File: src/scan_codes.svh
`ifndef SCAN_CODES_SVH
`define SCAN_CODES_SVH

// make codes, ps/2 set 2 values
`define SC_MAKE_1            8'h16
`define SC_MAKE_2            8'h1E
`define SC_MAKE_3            8'h26
`define SC_MAKE_4            8'h25
`define SC_MAKE_5            8'h2E
`define SC_MAKE_6            8'h36
`define SC_MAKE_7            8'h3D
`define SC_MAKE_8            8'h3E
`define SC_MAKE_F1           8'h05
`define SC_MAKE_F2           8'h06
`define SC_MAKE_N            8'h31
`define SC_MAKE_M            8'h3A
`define SC_MAKE_SPACE        8'h29
`define SC_MAKE_LEFT_ARROW   8'h6B
`define SC_MAKE_RIGHT_ARROW  8'h74
`define SC_MAKE_UP_ARROW     8'h75
`define SC_MAKE_DOWN_ARROW   8'h72

// break codes are the make code with bit 7 set
`define SC_BREAK_1           8'h96
`define SC_BREAK_2           8'h9E
`define SC_BREAK_3           8'hA6
`define SC_BREAK_4           8'hA5
`define SC_BREAK_5           8'hAE
`define SC_BREAK_6           8'hB6
`define SC_BREAK_7           8'hBD
`define SC_BREAK_8           8'hBE
`define SC_BREAK_F1          8'h85
`define SC_BREAK_F2          8'h86
`define SC_BREAK_N           8'hB1
`define SC_BREAK_M           8'hBA
`define SC_BREAK_SPACE       8'hA9
`define SC_BREAK_LEFT_ARROW  8'hEB
`define SC_BREAK_RIGHT_ARROW 8'hF4
`define SC_BREAK_UP_ARROW    8'hF5
`define SC_BREAK_DOWN_ARROW  8'hF2

`endif

File: src/dds_pkg.sv
package dds_pkg;

	// ========================================
	// data types
	// ========================================
	typedef logic [11:0] sample_t;     // two's complement sample
	typedef logic [31:0] phase_t;      // accumulator and increment
	typedef logic [3:0]  mod_sel_t;
	typedef logic [7:0]  sig_sel_t;
	typedef logic [7:0]  key_event_t;  // one keyboard event code

	// bit 16 is key 1, bit 0 is the down arrow
	typedef logic [16:0] held_keys_t;

	// ========================================
	// selector codes
	// ========================================
	localparam mod_sel_t MOD_ASK  = 4'd0;
	localparam mod_sel_t MOD_FSK  = 4'd1;
	localparam mod_sel_t MOD_BPSK = 4'd2;
	localparam mod_sel_t MOD_LFSR = 4'd3;

	localparam sig_sel_t SIG_SAW    = 8'd2;
	localparam sig_sel_t SIG_SQUARE = 8'd3;

	// ========================================
	// carrier constants
	// ========================================
	localparam phase_t FIXED_INC   = 32'h0000_0102;  // ask, bpsk, lfsr
	localparam phase_t DEFAULT_INC = 32'h0000_0081;  // unlisted codes

	// square wave rails, full scale positive and negative
	localparam sample_t SQUARE_HIGH = 12'h7FF;
	localparam sample_t SQUARE_LOW  = 12'h800;

	localparam logic [4:0] LFSR_SEED = 5'd1;  // any nonzero start works

endpackage

File: src/wave_if.sv
`timescale 1ns/10ps

// carriers and control shared by the execute blocks
interface wave_if;
	import dds_pkg::*;

	phase_t  phase_inc;  // set by the modulator each cycle
	sample_t saw;
	sample_t square;
	logic    lfsr_bit;   // slow pseudo-random data bit

	modport dds (
		input  phase_inc,
		output saw,
		output square
	);

	modport lfsr (
		output lfsr_bit
	);

	modport mod (
		output phase_inc,
		input  saw,
		input  square,
		input  lfsr_bit
	);

endinterface

File: src/key_event_decoder.sv
`timescale 1ns/10ps
`include "scan_codes.svh"

module key_event_decoder (
	input  logic                  CLK_25MHZ,
	input  logic                  reset_from_key,
	input  logic                  event_ready,
	input  dds_pkg::key_event_t   event_type,
	output dds_pkg::held_keys_t   held_keys
);
	import dds_pkg::*;

	localparam int num_keys = $bits(held_keys_t);

	// tables listed from bit 16 down to bit 0
	localparam key_event_t make_codes [num_keys-1:0] = '{
		`SC_MAKE_1, `SC_MAKE_2, `SC_MAKE_3, `SC_MAKE_4,
		`SC_MAKE_5, `SC_MAKE_6, `SC_MAKE_7, `SC_MAKE_8,
		`SC_MAKE_F1, `SC_MAKE_F2, `SC_MAKE_N, `SC_MAKE_M, `SC_MAKE_SPACE,
		`SC_MAKE_LEFT_ARROW, `SC_MAKE_RIGHT_ARROW,
		`SC_MAKE_UP_ARROW, `SC_MAKE_DOWN_ARROW
	};
	localparam key_event_t break_codes [num_keys-1:0] = '{
		`SC_BREAK_1, `SC_BREAK_2, `SC_BREAK_3, `SC_BREAK_4,
		`SC_BREAK_5, `SC_BREAK_6, `SC_BREAK_7, `SC_BREAK_8,
		`SC_BREAK_F1, `SC_BREAK_F2, `SC_BREAK_N, `SC_BREAK_M, `SC_BREAK_SPACE,
		`SC_BREAK_LEFT_ARROW, `SC_BREAK_RIGHT_ARROW,
		`SC_BREAK_UP_ARROW, `SC_BREAK_DOWN_ARROW
	};

	held_keys_t set_mask;  // keys pressed this cycle
	held_keys_t clr_mask;  // keys released this cycle

	always_comb
	begin
		set_mask = '0;
		clr_mask = '0;
		for (int k = 0; k < num_keys; k++)
		begin
			set_mask[k] = event_ready && (event_type == make_codes[k]);
			clr_mask[k] = event_ready && (event_type == break_codes[k]);
		end
	end

	always_ff @(posedge CLK_25MHZ)
	begin
		if (reset_from_key)
			held_keys <= '0;
		else
			held_keys <= (held_keys | set_mask) & ~clr_mask;
	end

	// one code never presses and releases the same key
	a_no_make_break_overlap: assert property (@(posedge CLK_25MHZ)
		disable iff (reset_from_key) (set_mask & clr_mask) == '0);

	a_held_keys_known: assert property (@(posedge CLK_25MHZ)
		disable iff (reset_from_key) !$isunknown(held_keys));

endmodule

File: src/lfsr_bit_source.sv
`timescale 1ns/10ps

module lfsr_bit_source #(
	parameter int LFSR_DIVIDE = 25_000_000
) (
	input logic CLK_25MHZ,
	input logic reset_from_key,
	wave_if.lfsr wave
);
	import dds_pkg::*;

	localparam int cw = $clog2(LFSR_DIVIDE);
	localparam logic [cw-1:0] last_count = cw'(LFSR_DIVIDE - 1);

	logic [cw-1:0] tick_count;
	logic          tick;        // one cycle in LFSR_DIVIDE
	logic [4:0]    state;

	assign tick = (tick_count == last_count);

	always_ff @(posedge CLK_25MHZ)
	begin
		if (reset_from_key)
		begin
			tick_count <= '0;
			state      <= LFSR_SEED;
		end
		else if (tick)
		begin
			tick_count <= '0;
			state      <= {state[3:0], state[4] ^ state[2]};  // taps 5 and 3
		end
		else
			tick_count <= tick_count + 1'b1;
	end

	assign wave.lfsr_bit = state[0];

	// a zero state would lock the register up
	a_state_nonzero: assert property (@(posedge CLK_25MHZ)
		disable iff (reset_from_key) state != '0);

endmodule

File: src/dds_core.sv
`timescale 1ns/10ps

module dds_core (
	input logic CLK_25MHZ,
	input logic reset_from_key,
	wave_if.dds wave
);
	import dds_pkg::*;

	phase_t phase;

	// ========================================
	// phase accumulator
	// ========================================
	always_ff @(posedge CLK_25MHZ)
	begin
		if (reset_from_key)
			phase <= '0;
		else
			phase <= phase + wave.phase_inc;  // wraps at 2^32
	end

	// ========================================
	// carriers
	// ========================================
	// saw is just the top of the phase word
	assign wave.saw = phase[31:20];

	// first half of the period high, second half low
	assign wave.square = phase[31] ? SQUARE_LOW : SQUARE_HIGH;

endmodule

File: src/modulator.sv
`timescale 1ns/10ps

module modulator (
	input  dds_pkg::mod_sel_t modulation_selector,
	input  dds_pkg::sig_sel_t signal_selector,
	input  dds_pkg::phase_t   tuning_word,
	wave_if.mod               wave,
	output dds_pkg::sample_t  mod_data,
	output dds_pkg::sample_t  sig_data
);
	import dds_pkg::*;

	sample_t ask_data;   // carrier keyed on and off
	sample_t bpsk_data;  // carrier inverted on zero bits
	phase_t  next_inc;

	assign ask_data  = wave.lfsr_bit ? wave.saw : '0;
	assign bpsk_data = wave.lfsr_bit ? wave.saw : -wave.saw;

	always_comb
	begin
		case (modulation_selector)
			MOD_ASK:
			begin
				mod_data = ask_data;
				next_inc = FIXED_INC;
			end
			MOD_FSK:
			begin
				mod_data = wave.saw;
				next_inc = tuning_word;  // frequency comes from outside
			end
			MOD_BPSK:
			begin
				mod_data = bpsk_data;
				next_inc = FIXED_INC;
			end
			MOD_LFSR:
			begin
				mod_data = {wave.lfsr_bit, 11'b0};  // raw bit as sign
				next_inc = FIXED_INC;
			end
			default:
			begin
				mod_data = ask_data;
				next_inc = DEFAULT_INC;
			end
		endcase
	end

	assign wave.phase_inc = next_inc;

	always_comb
	begin
		case (signal_selector)
			SIG_SQUARE: sig_data = wave.square;
			SIG_SAW:    sig_data = wave.saw;
			default:    sig_data = wave.saw;  // sine is gone, saw stands in
		endcase
	end

endmodule

File: src/sample_hold.sv
`timescale 1ns/10ps

module sample_hold #(
	parameter int SAMPLE_DIVIDE = 56_000
) (
	input  logic              CLK_25MHZ,
	input  logic              reset_from_key,
	input  dds_pkg::sample_t  mod_data,
	input  dds_pkg::sample_t  sig_data,
	output dds_pkg::sample_t  mod_sample,
	output dds_pkg::sample_t  sig_sample,
	output logic              sample_strobe
);
	localparam int cw = $clog2(SAMPLE_DIVIDE);
	localparam logic [cw-1:0] last_count = cw'(SAMPLE_DIVIDE - 1);

	logic [cw-1:0] count;    // position in the sample period
	logic          capture;

	assign capture = (count == last_count);

	always_ff @(posedge CLK_25MHZ)
	begin
		if (reset_from_key)
		begin
			count         <= '0;
			mod_sample    <= '0;
			sig_sample    <= '0;
			sample_strobe <= 1'b0;
		end
		else
		begin
			sample_strobe <= capture;  // flags fresh samples
			if (capture)
			begin
				count      <= '0;
				mod_sample <= mod_data;
				sig_sample <= sig_data;
			end
			else
				count <= count + 1'b1;
		end
	end

	a_strobe_single: assert property (@(posedge CLK_25MHZ)
		disable iff (reset_from_key) sample_strobe |=> !sample_strobe);

endmodule

File: src/waveform_lab_top.sv
`timescale 1ns/10ps

module waveform_lab_top #(
	parameter int LFSR_DIVIDE   = 25_000_000,  // one lfsr step per second
	parameter int SAMPLE_DIVIDE = 56_000
) (
	input  logic                CLK_25MHZ,
	input  logic                reset_from_key,
	input  logic                event_ready,
	input  dds_pkg::key_event_t event_type,
	input  dds_pkg::phase_t     tuning_word,
	input  dds_pkg::mod_sel_t   modulation_selector,
	input  dds_pkg::sig_sel_t   signal_selector,
	output dds_pkg::held_keys_t held_keys,
	output dds_pkg::sample_t    mod_sample,
	output dds_pkg::sample_t    sig_sample,
	output logic                sample_strobe
);
	import dds_pkg::*;

	sample_t mod_data;
	sample_t sig_data;

	wave_if wave ();

	// ========================================
	// decode
	// ========================================
	key_event_decoder i_key_decoder (
		.CLK_25MHZ      (CLK_25MHZ),
		.reset_from_key (reset_from_key),
		.event_ready    (event_ready),
		.event_type     (event_type),
		.held_keys      (held_keys)
	);

	// ========================================
	// execute
	// ========================================
	lfsr_bit_source #(.LFSR_DIVIDE(LFSR_DIVIDE)) i_lfsr (
		.CLK_25MHZ      (CLK_25MHZ),
		.reset_from_key (reset_from_key),
		.wave           (wave.lfsr)
	);

	dds_core i_dds (
		.CLK_25MHZ      (CLK_25MHZ),
		.reset_from_key (reset_from_key),
		.wave           (wave.dds)
	);

	modulator i_modulator (
		.modulation_selector (modulation_selector),
		.signal_selector     (signal_selector),
		.tuning_word         (tuning_word),
		.wave                (wave.mod),
		.mod_data            (mod_data),
		.sig_data            (sig_data)
	);

	// ========================================
	// result
	// ========================================
	sample_hold #(.SAMPLE_DIVIDE(SAMPLE_DIVIDE)) i_sample_hold (
		.CLK_25MHZ      (CLK_25MHZ),
		.reset_from_key (reset_from_key),
		.mod_data       (mod_data),
		.sig_data       (sig_data),
		.mod_sample     (mod_sample),
		.sig_sample     (sig_sample),
		.sample_strobe  (sample_strobe)
	);

endmodule

File: config.mk
export PLATFORM = sky130hd
export DESIGN_NAME = waveform_lab_top
export DESIGN_NICKNAME = d
export VERILOG_FILES = /design/src/dds_pkg.sv /design/src/wave_if.sv /design/src/key_event_decoder.sv /design/src/lfsr_bit_source.sv /design/src/dds_core.sv /design/src/modulator.sv /design/src/sample_hold.sv /design/src/waveform_lab_top.sv
export VERILOG_INCLUDE_DIRS = /design/src
export SDC_FILE = /design/constraint.sdc
export NUM_CORES = 1
export LEC_CHECK = 0
export BUFFER_PORTS_ARGS = -buffer_cell sky130_fd_sc_hd__buf_4
export CELL_PAD_IN_SITES_DETAIL_PLACEMENT = 1
export CELL_PAD_IN_SITES_GLOBAL_PLACEMENT = 2
export CORE_MARGIN = 3
export CORE_UTILIZATION = 30
export CTS_CLUSTER_SIZE = 16
export DETAILED_ROUTE_END_ITERATION = 10
export HOLD_SLACK_MARGIN = 0.03
export PLACE_DENSITY_LB_ADDON = 0.1
export RECOVER_POWER = 100
export SYNTH_ARGS = -nofsm -noshare
export SYNTH_HDL_FRONTEND = slang
export SYNTH_SLANG_ARGS = --single-unit
File: constraint.sdc
create_clock -name CLK_25MHZ -period 6.05 [get_ports CLK_25MHZ]
set_input_delay 1.21 -clock CLK_25MHZ [delete_from_list [all_inputs] [get_ports CLK_25MHZ]]
set_output_delay 1.21 -clock CLK_25MHZ [all_outputs]
set_load 0.1 [all_outputs]
==> results.yml, run 1 <==
timing:
  finalWorstSetupSlack_ns: 1.15
  max_clock_freq_ghz: 0.204
  slew_headroom_pct: -5.17
  rsz0062_at_grt: "false"
  period_share_pct: 81.1
  finalHoldViolations: 0
  min_period_ns: 4.90
  final_max_slew_viol_count: 24
  fin_tns_setup_ns: 0
  holdWs_ns: 0.456
  finalClockSkew_ns: 0.0106
  tightest_slew_ns: 1.57
  setup_viol: 0
setup_path:
  crit_fanout: 23
  cpPeakStageDelay_ns: 1.21
  r2r_slack_ns: 2.28
  r2r-start: "i_sample_hold.count[0]"
  rr_endpoint: "i_sample_hold.sig_sample[10]"
  cp.required_ns: 6.35
  start_kind: "input pin"
  worstSetupPathType: "in2reg"
  crit_top_cell: "a21oi_1"
  cp.arrival_ns: 5.21
  reg2regPathDepth: 9
  crit_path_end_kind: "flip-flop"
  crit_path_top_delay_cell: "nor2b_1"
  crit_chain: "buf_4, nor2b_1, buf_4, and3_1, ha_1, a21oi_1, o21ai_0, a21oi_1, o21a_1, nor3_1, a21oi_1, mux2_2"
clocking:
  cts_tree: "built"
  clock_latency_ns: 0.41
  ctsResizeCount: 0
  post-cts-setup-buffers: 0
  clkTransAtPathRegs_ns: 0.06
  cts-htree-levels: 4
  cts_root_buffer: "clkbuf_16"
  cts_made_buffers: 17
  clockBufferDepth: 2
  cts_sinks: 120
  cts_hold_buf: 0
pwr:
  p_leak_nw: 3.25
  peakVddDrop_uv: 158
  powerDensity_nw_per_um2: 250
placement:
  gp_congestion: 0.877
  place_ws_ns: 1.30
  place.port_buffers: 96
  place_hpwl_mm: 15.7
synth:
  syn_nets: 922
  ys_seq_elements: 120
  synthCells: 832
  synth_cell_types: 72
  syn_avg_cell_area_um2: 8.20
  synth_edf_count: 0
  synth_flop_cell: "dfxtp_1"
  ys.warnings.count: 0
  synth.cell_area_um2: 6820
  synth-seq-area-share_pct: 35.2
  async_flop_share_pct: 0
global_routing:
  antenna_found_initial: 0
  grt-ovfl-total: 0
  grtUsageMet3_pct: 2.88
  met2_usage_pct: 28.6
  grt_pass1_wl_mm: 33.6
  grtUsageTotal_pct: 17.0
  grt_max_degree: 73
  first_global_vias: 6382
  busiest_layer: "met2"
  met1_usage_pct: 22.3
run_status:
  violations: "capacitance limit, slew limit"
  status: "finished with violations"
die:
  die_y_um: 157
  row_count: 54
  boundaryPins: 97
  die_x_um: 157
  dieArea_um2: 24600
  start_util_pct: 30.9
  coreArea_um2: 22100
min_path:
  hp-class: "reg2reg"
  min_from: "i_sample_hold.count[0]"
  hold_path_end: "i_sample_hold.count[0]"
  hold-path-cell-count: 1
layout:
  diodes: 0
  final_nets: 998
  syn2layout_area_growth_pct: 18.0
  layout_common_cells: "nor2_1 (135), dfxtp_1 (120), nand2_1 (59)"
  drive_gt1_share_pct: 9.99
  mostFrequentLayoutCell: "nor2_1"
detailed_routing:
  drt-total-wl_mm: 20.7
  via_per_inst: 5.17
  drt-pass1-iter-count: 4
  drc_errors: 0
  drt_iter0_drc: 286
  wl_per_cell_um: 17.3
  route.antenna.remaining_nets: 0
  dr_total_vias: 6208
job:
  cap_violations: 1
[synth_stat cells, drive strengths merged (23+ instances only)]
| library cell | instances | area (um^2) |
|---|---|---|
| nor2 | 136 | 521 |
| dfxtp | 120 | 2400 |
| and3 | 38 | 238 |
| nor3 | 27 | 140 |
| a21oi | 50 | 250 |
| xnor2 | 23 | 201 |
| clkbuf | 28 | 105 |
| o21ai | 35 | 175 |
| ha | 34 | 425 |
| nand2 | 61 | 239 |
| xor2 | 40 | 350 |
| nand3 | 28 | 145 |
[registers in the layout, summed over array words and instances, names as in the netlist]
register,flops
i_dds.phase,32
i_lfsr.tick_count,25
i_key_decoder.held_keys,17
i_sample_hold.count,16
i_sample_hold.mod_sample,12
i_sample_hold.sig_sample,12
i_lfsr.state,5
i_sample_hold.sample_strobe,1
[cell families after synthesis]
family                     count (synthesis)  share of synthesized area (%)
DFF                                      120                           35.2
xor gates and xnor gates                  63                           8.09
and+or+nand+nor                          360                           26.1
adders and majority gates                 35                           6.53
muxes                                     19                           2.84
buffers and inverters                     64                           4.40
AOI/OAI and AO/OA                        171                           16.8
[worst max path at each step]
stage	startpoint	to	slack (ns)
after CTS	modulation_selector[0]	i_dds.phase[29]	1.74
after floorplan	modulation_selector[0]	i_dds.phase[30]	1.72
after global placement	modulation_selector[0]	i_dds.phase[29]	1.43
after detailed placement	modulation_selector[0]	i_dds.phase[29]	1.30
after global routing	modulation_selector[0]	i_dds.phase[29]	0.75
final	modulation_selector[0]	i_dds.phase[29]	1.15
[critical path, delay by kind of cell]
kind                       cells  cell delay (ns)
adders and majority gates      1             0.32
and+or+nand+nor                3             1.45
AOI/OAI and AO/OA              5             1.35
muxes                          1             0.35
buffers and inverters          2             0.52
[per-layer routing]
metal	part of all wire, %	vias up	wire length, um
li1	-	3108	-
met1	47	2978	9800
met2	48	103	10000
met3	3.1	19	634
met4	1.3	0	276
met5	0	-	0
[where the power goes]
part | total (mW) | switching [mW] | internal, mW
registers | 0.818 | 0.0122 | 0.806
clock network | 1.04 | 0.377 | 0.662
logic | 0.157 | 0.0932 | 0.0633
total | 2.01 | 0.483 | 1.53
[layout make-up]
type	instances	area [um^2]
Fill cell	2667	14000
Multi-Input combinational cell	648	4050
Sequential cell	120	2400
Timing Repair Buffer	99	567
Clock buffer	22	454
Tap cell	280	350
Clock inverter	10	144
Inverter	22	82.6
[stage by stage]
| step | instances | area, um^2 | total power [mW] | utilization [%] |
|---|---|---|---|---|
| global placement | 1169 | 7700 | 0.991 | 34.9 |
| detailed placement | 1169 | 7700 | 0.996 | 34.9 |
| finish | 1201 | 8050 | 2.01 | 36.4 |
| CTS | 1201 | 8300 | 2.05 | 37.6 |
| floorplan | 832 | 6820 | 0.934 | - |
| global route | 1201 | 8050 | 2.11 | 36.4 |
(Power assumes the default switching activity.)
==> run 2: changes to the inputs <==
ABC_AREA = 1   (was unset)
CORE_UTILIZATION = 28   (was 30)
clock period = 4.2 ns   (was 6.05 ns; I/O delays follow)
==> run 2 against run 1 <==
- the flow now finishes without violations
- die area rose by 23%
- power rose by 48%
- critical path depth rose by 6
- utilization fell by 2.2 points
- synthesized cell count rose by 54%
- sequential power rose by 43%
- critical endpoint is now i_dds.phase[28]
==> results.yml, run 2 <==
layout:
  reg_top3: "i_dds.phase (32), i_lfsr.tick_count (25), i_key_decoder.held_keys (17)"
  final_core_util_pct: 34.2
  layout_common_cells: "nand2_1 (373), inv_1 (217), nor2_1 (161)"
  stdcell_area_um2: 9350
  fillers: 3660
  final_nets: 1467
  diodes: 0
  syn2layout_area_growth_pct: 18.6
  top_register: "i_dds.phase"
  drive_gt1_share_pct: 8.42
  largest_register_ffs: 32
  stdcell_count: 1762
  mostFrequentLayoutCell: "nand2_1"
detailed_routing:
  via_per_inst: 4.50
  drc_errors: 0
  drt-pass1-iter-count: 4
  drt_iter0_drc: 255
  wl_per_cell_um: 14.2
  drt-total-wl_mm: 24.9
  dr_total_vias: 7922
  route.antenna.remaining_nets: 0
placement:
  place.port_buffers: 96
  gp_congestion: 0.822
  dpl_cell_area_um2: 8980
  dpl.cell_count: 1730
  place_hpwl_mm: 19.7
synth:
  synth_area_leader_cell: "dfxtp_1"
  synth_flop_cell: "dfxtp_1"
  synth.cell_area_um2: 7880
  ys.warnings.count: 0
  synth-seq-area-share_pct: 30.5
  ys_seq_elements: 120
  synthCells: 1281
  async_flop_share_pct: 0
  synth_top_area_share_pct: 30.5
  syn_nets: 1371
  synth.most_common_cell: "nand2_1"
  synth_common_cells: "nand2_1 (370), inv_1 (215), nor2_1 (159)"
  synth_edf_count: 0
  syn_avg_cell_area_um2: 6.15
  synthTopCellsByArea: "dfxtp_1 (31%), nand2_1 (18%), inv_1 (10%), nor2_1 (7.6%), nand3_1 (5.9%)"
  synth_cell_types: 46
clocking:
  ctsResizeCount: 0
  clock_latency_ns: 0.42
  clkTransAtPathRegs_ns: 0.06
  post-cts-setup-buffers: 0
  cts_sinks: 120
  cts_tree: "built"
  cts-htree-levels: 4
  cts_made_buffers: 17
  clockBufferDepth: 2
  cts_root_buffer: "clkbuf_16"
  cts_hold_buf: 0
timing:
  setup_viol: 0
  rsz0062_at_grt: "false"
  tightest_slew_ns: 1.19
  finalClockSkew_ns: 0.00922
  min_period_ns: 3.35
  period_share_pct: 79.7
  fin_tns_setup_ns: 0
  final_max_slew_viol_count: 0
  slew_headroom_pct: 21.2
  max_clock_freq_ghz: 0.299
  finalHoldViolations: 0
die:
  dieArea_um2: 30200
  die_x_um: 174
  coreArea_um2: 27300
  row_count: 60
  die_y_um: 174
  start_util_pct: 28.8
  boundaryPins: 97
global_routing:
  grtUsageTotal_pct: 16.9
  grt_max_degree: 26
  first_global_vias: 8064
  grt-ovfl-total: 0
  antenna_found_initial: 0
  grt_pass1_wl_mm: 41.7
min_path:
  hp-class: "reg2reg"
  min_from: "i_lfsr.state[1]"
setup_path:
  r2r-start: "i_sample_hold.count[0]"
  cp.required_ns: 4.51
  crit_path_start: "modulation_selector[3]"
  crit_fanout: 10
  worstSetupPathType: "in2reg"
  cpPeakStageDelay_ns: 0.43
  cp.arrival_ns: 3.66
  crit_path_end_kind: "flip-flop"
  start_kind: "input pin"
  crit_top_cell: "nand3_1"
  crit_path_top_delay_cell: "nor2_1"
  crit_chain: "clkbuf_4, nor2_1, inv_2, nor2_1, buf_4, nand2_1, nand2_1, ha_1, inv_1, fa_1, inv_1, nand3_1, nand3_1, nand3_1, nand3_1, nand2_1, a21oi_1, nor2_1"
pwr:
  powerDensity_nw_per_um2: 319
  peakVddDrop_uv: 243
  p_leak_nw: 4.50
  power_mw: 2.98
job:
  cap_violations: 0
run_status:
  status: "complete, no violations"
-- run 2: worst paths after layout --
kind,cells after the start,to,slack (ns)
worst min-delay path,2,i_lfsr.state[1],0.44
worst max register to register,8,i_sample_hold.sig_sample[4],1.23
worst min register to register,2,i_lfsr.state[1],0.44
worst max-delay path,18,i_dds.phase[28],0.85
-- run 2: per-stage QoR --
stage	hold slack (ns)	setup WS, ns
after floorplan	0.418	1.37
after global routing	0.474	0.439
after CTS	0.450	1.10
after detailed placement	0.441	0.649
after global placement	0.428	0.673
final	0.443	0.854
-- run 2: worst max-delay path, delay by kind of cell --
kind | cells | cell delay, ns
simple gates | 10 | 1.41
buf+inv | 5 | 0.60
compound gates | 1 | 0.16
fa+ha+maj | 2 | 0.64
-- run 2: power breakdown --
part	total [mW]	switching, mW	leakage [nW]	internal [mW]
Sequential	1.17	0.0150	0.970	1.16
Clock	1.57	0.641	0.299	0.927
Combinational	0.236	0.150	3.23	0.0865
Total	2.98	0.806	4.50	2.17
-- run 2: final cells by class --
cell class / count / area, um^2 / share of cell area [%]
Inverter: 227 / 852 / 9.12
Clock buffer: 19 / 453 / 4.85
Tap cell: 372 / 465 / 4.98
Sequential cell: 120 / 2400 / 25.7
Clock inverter: 13 / 160 / 1.71
Timing Repair Buffer: 101 / 578 / 6.19
Multi-Input combinational cell: 910 / 4430 / 47.4
-- run 2: cells by family after synthesis --
group                    count (synthesis)  synth area share [%]
AND/OR/NAND/NOR                        722                  40.0
adder cells (fa/ha/maj)                 35                  5.66
XOR/XNOR                                19                  2.11
flip-flops                             120                  30.5
buffers and inverters                  251                  12.4
AO/OA/AOI/OAI                          134                  9.39
-- run 2: per-layer routing --
metal,track usage [%],vias up,routed length [um]
met4,3.62,0,239
met1,23.6,3639,13100
met5,0,-,0
met2,27.4,65,11200
li1,-,4203,-
met3,2.54,15,484
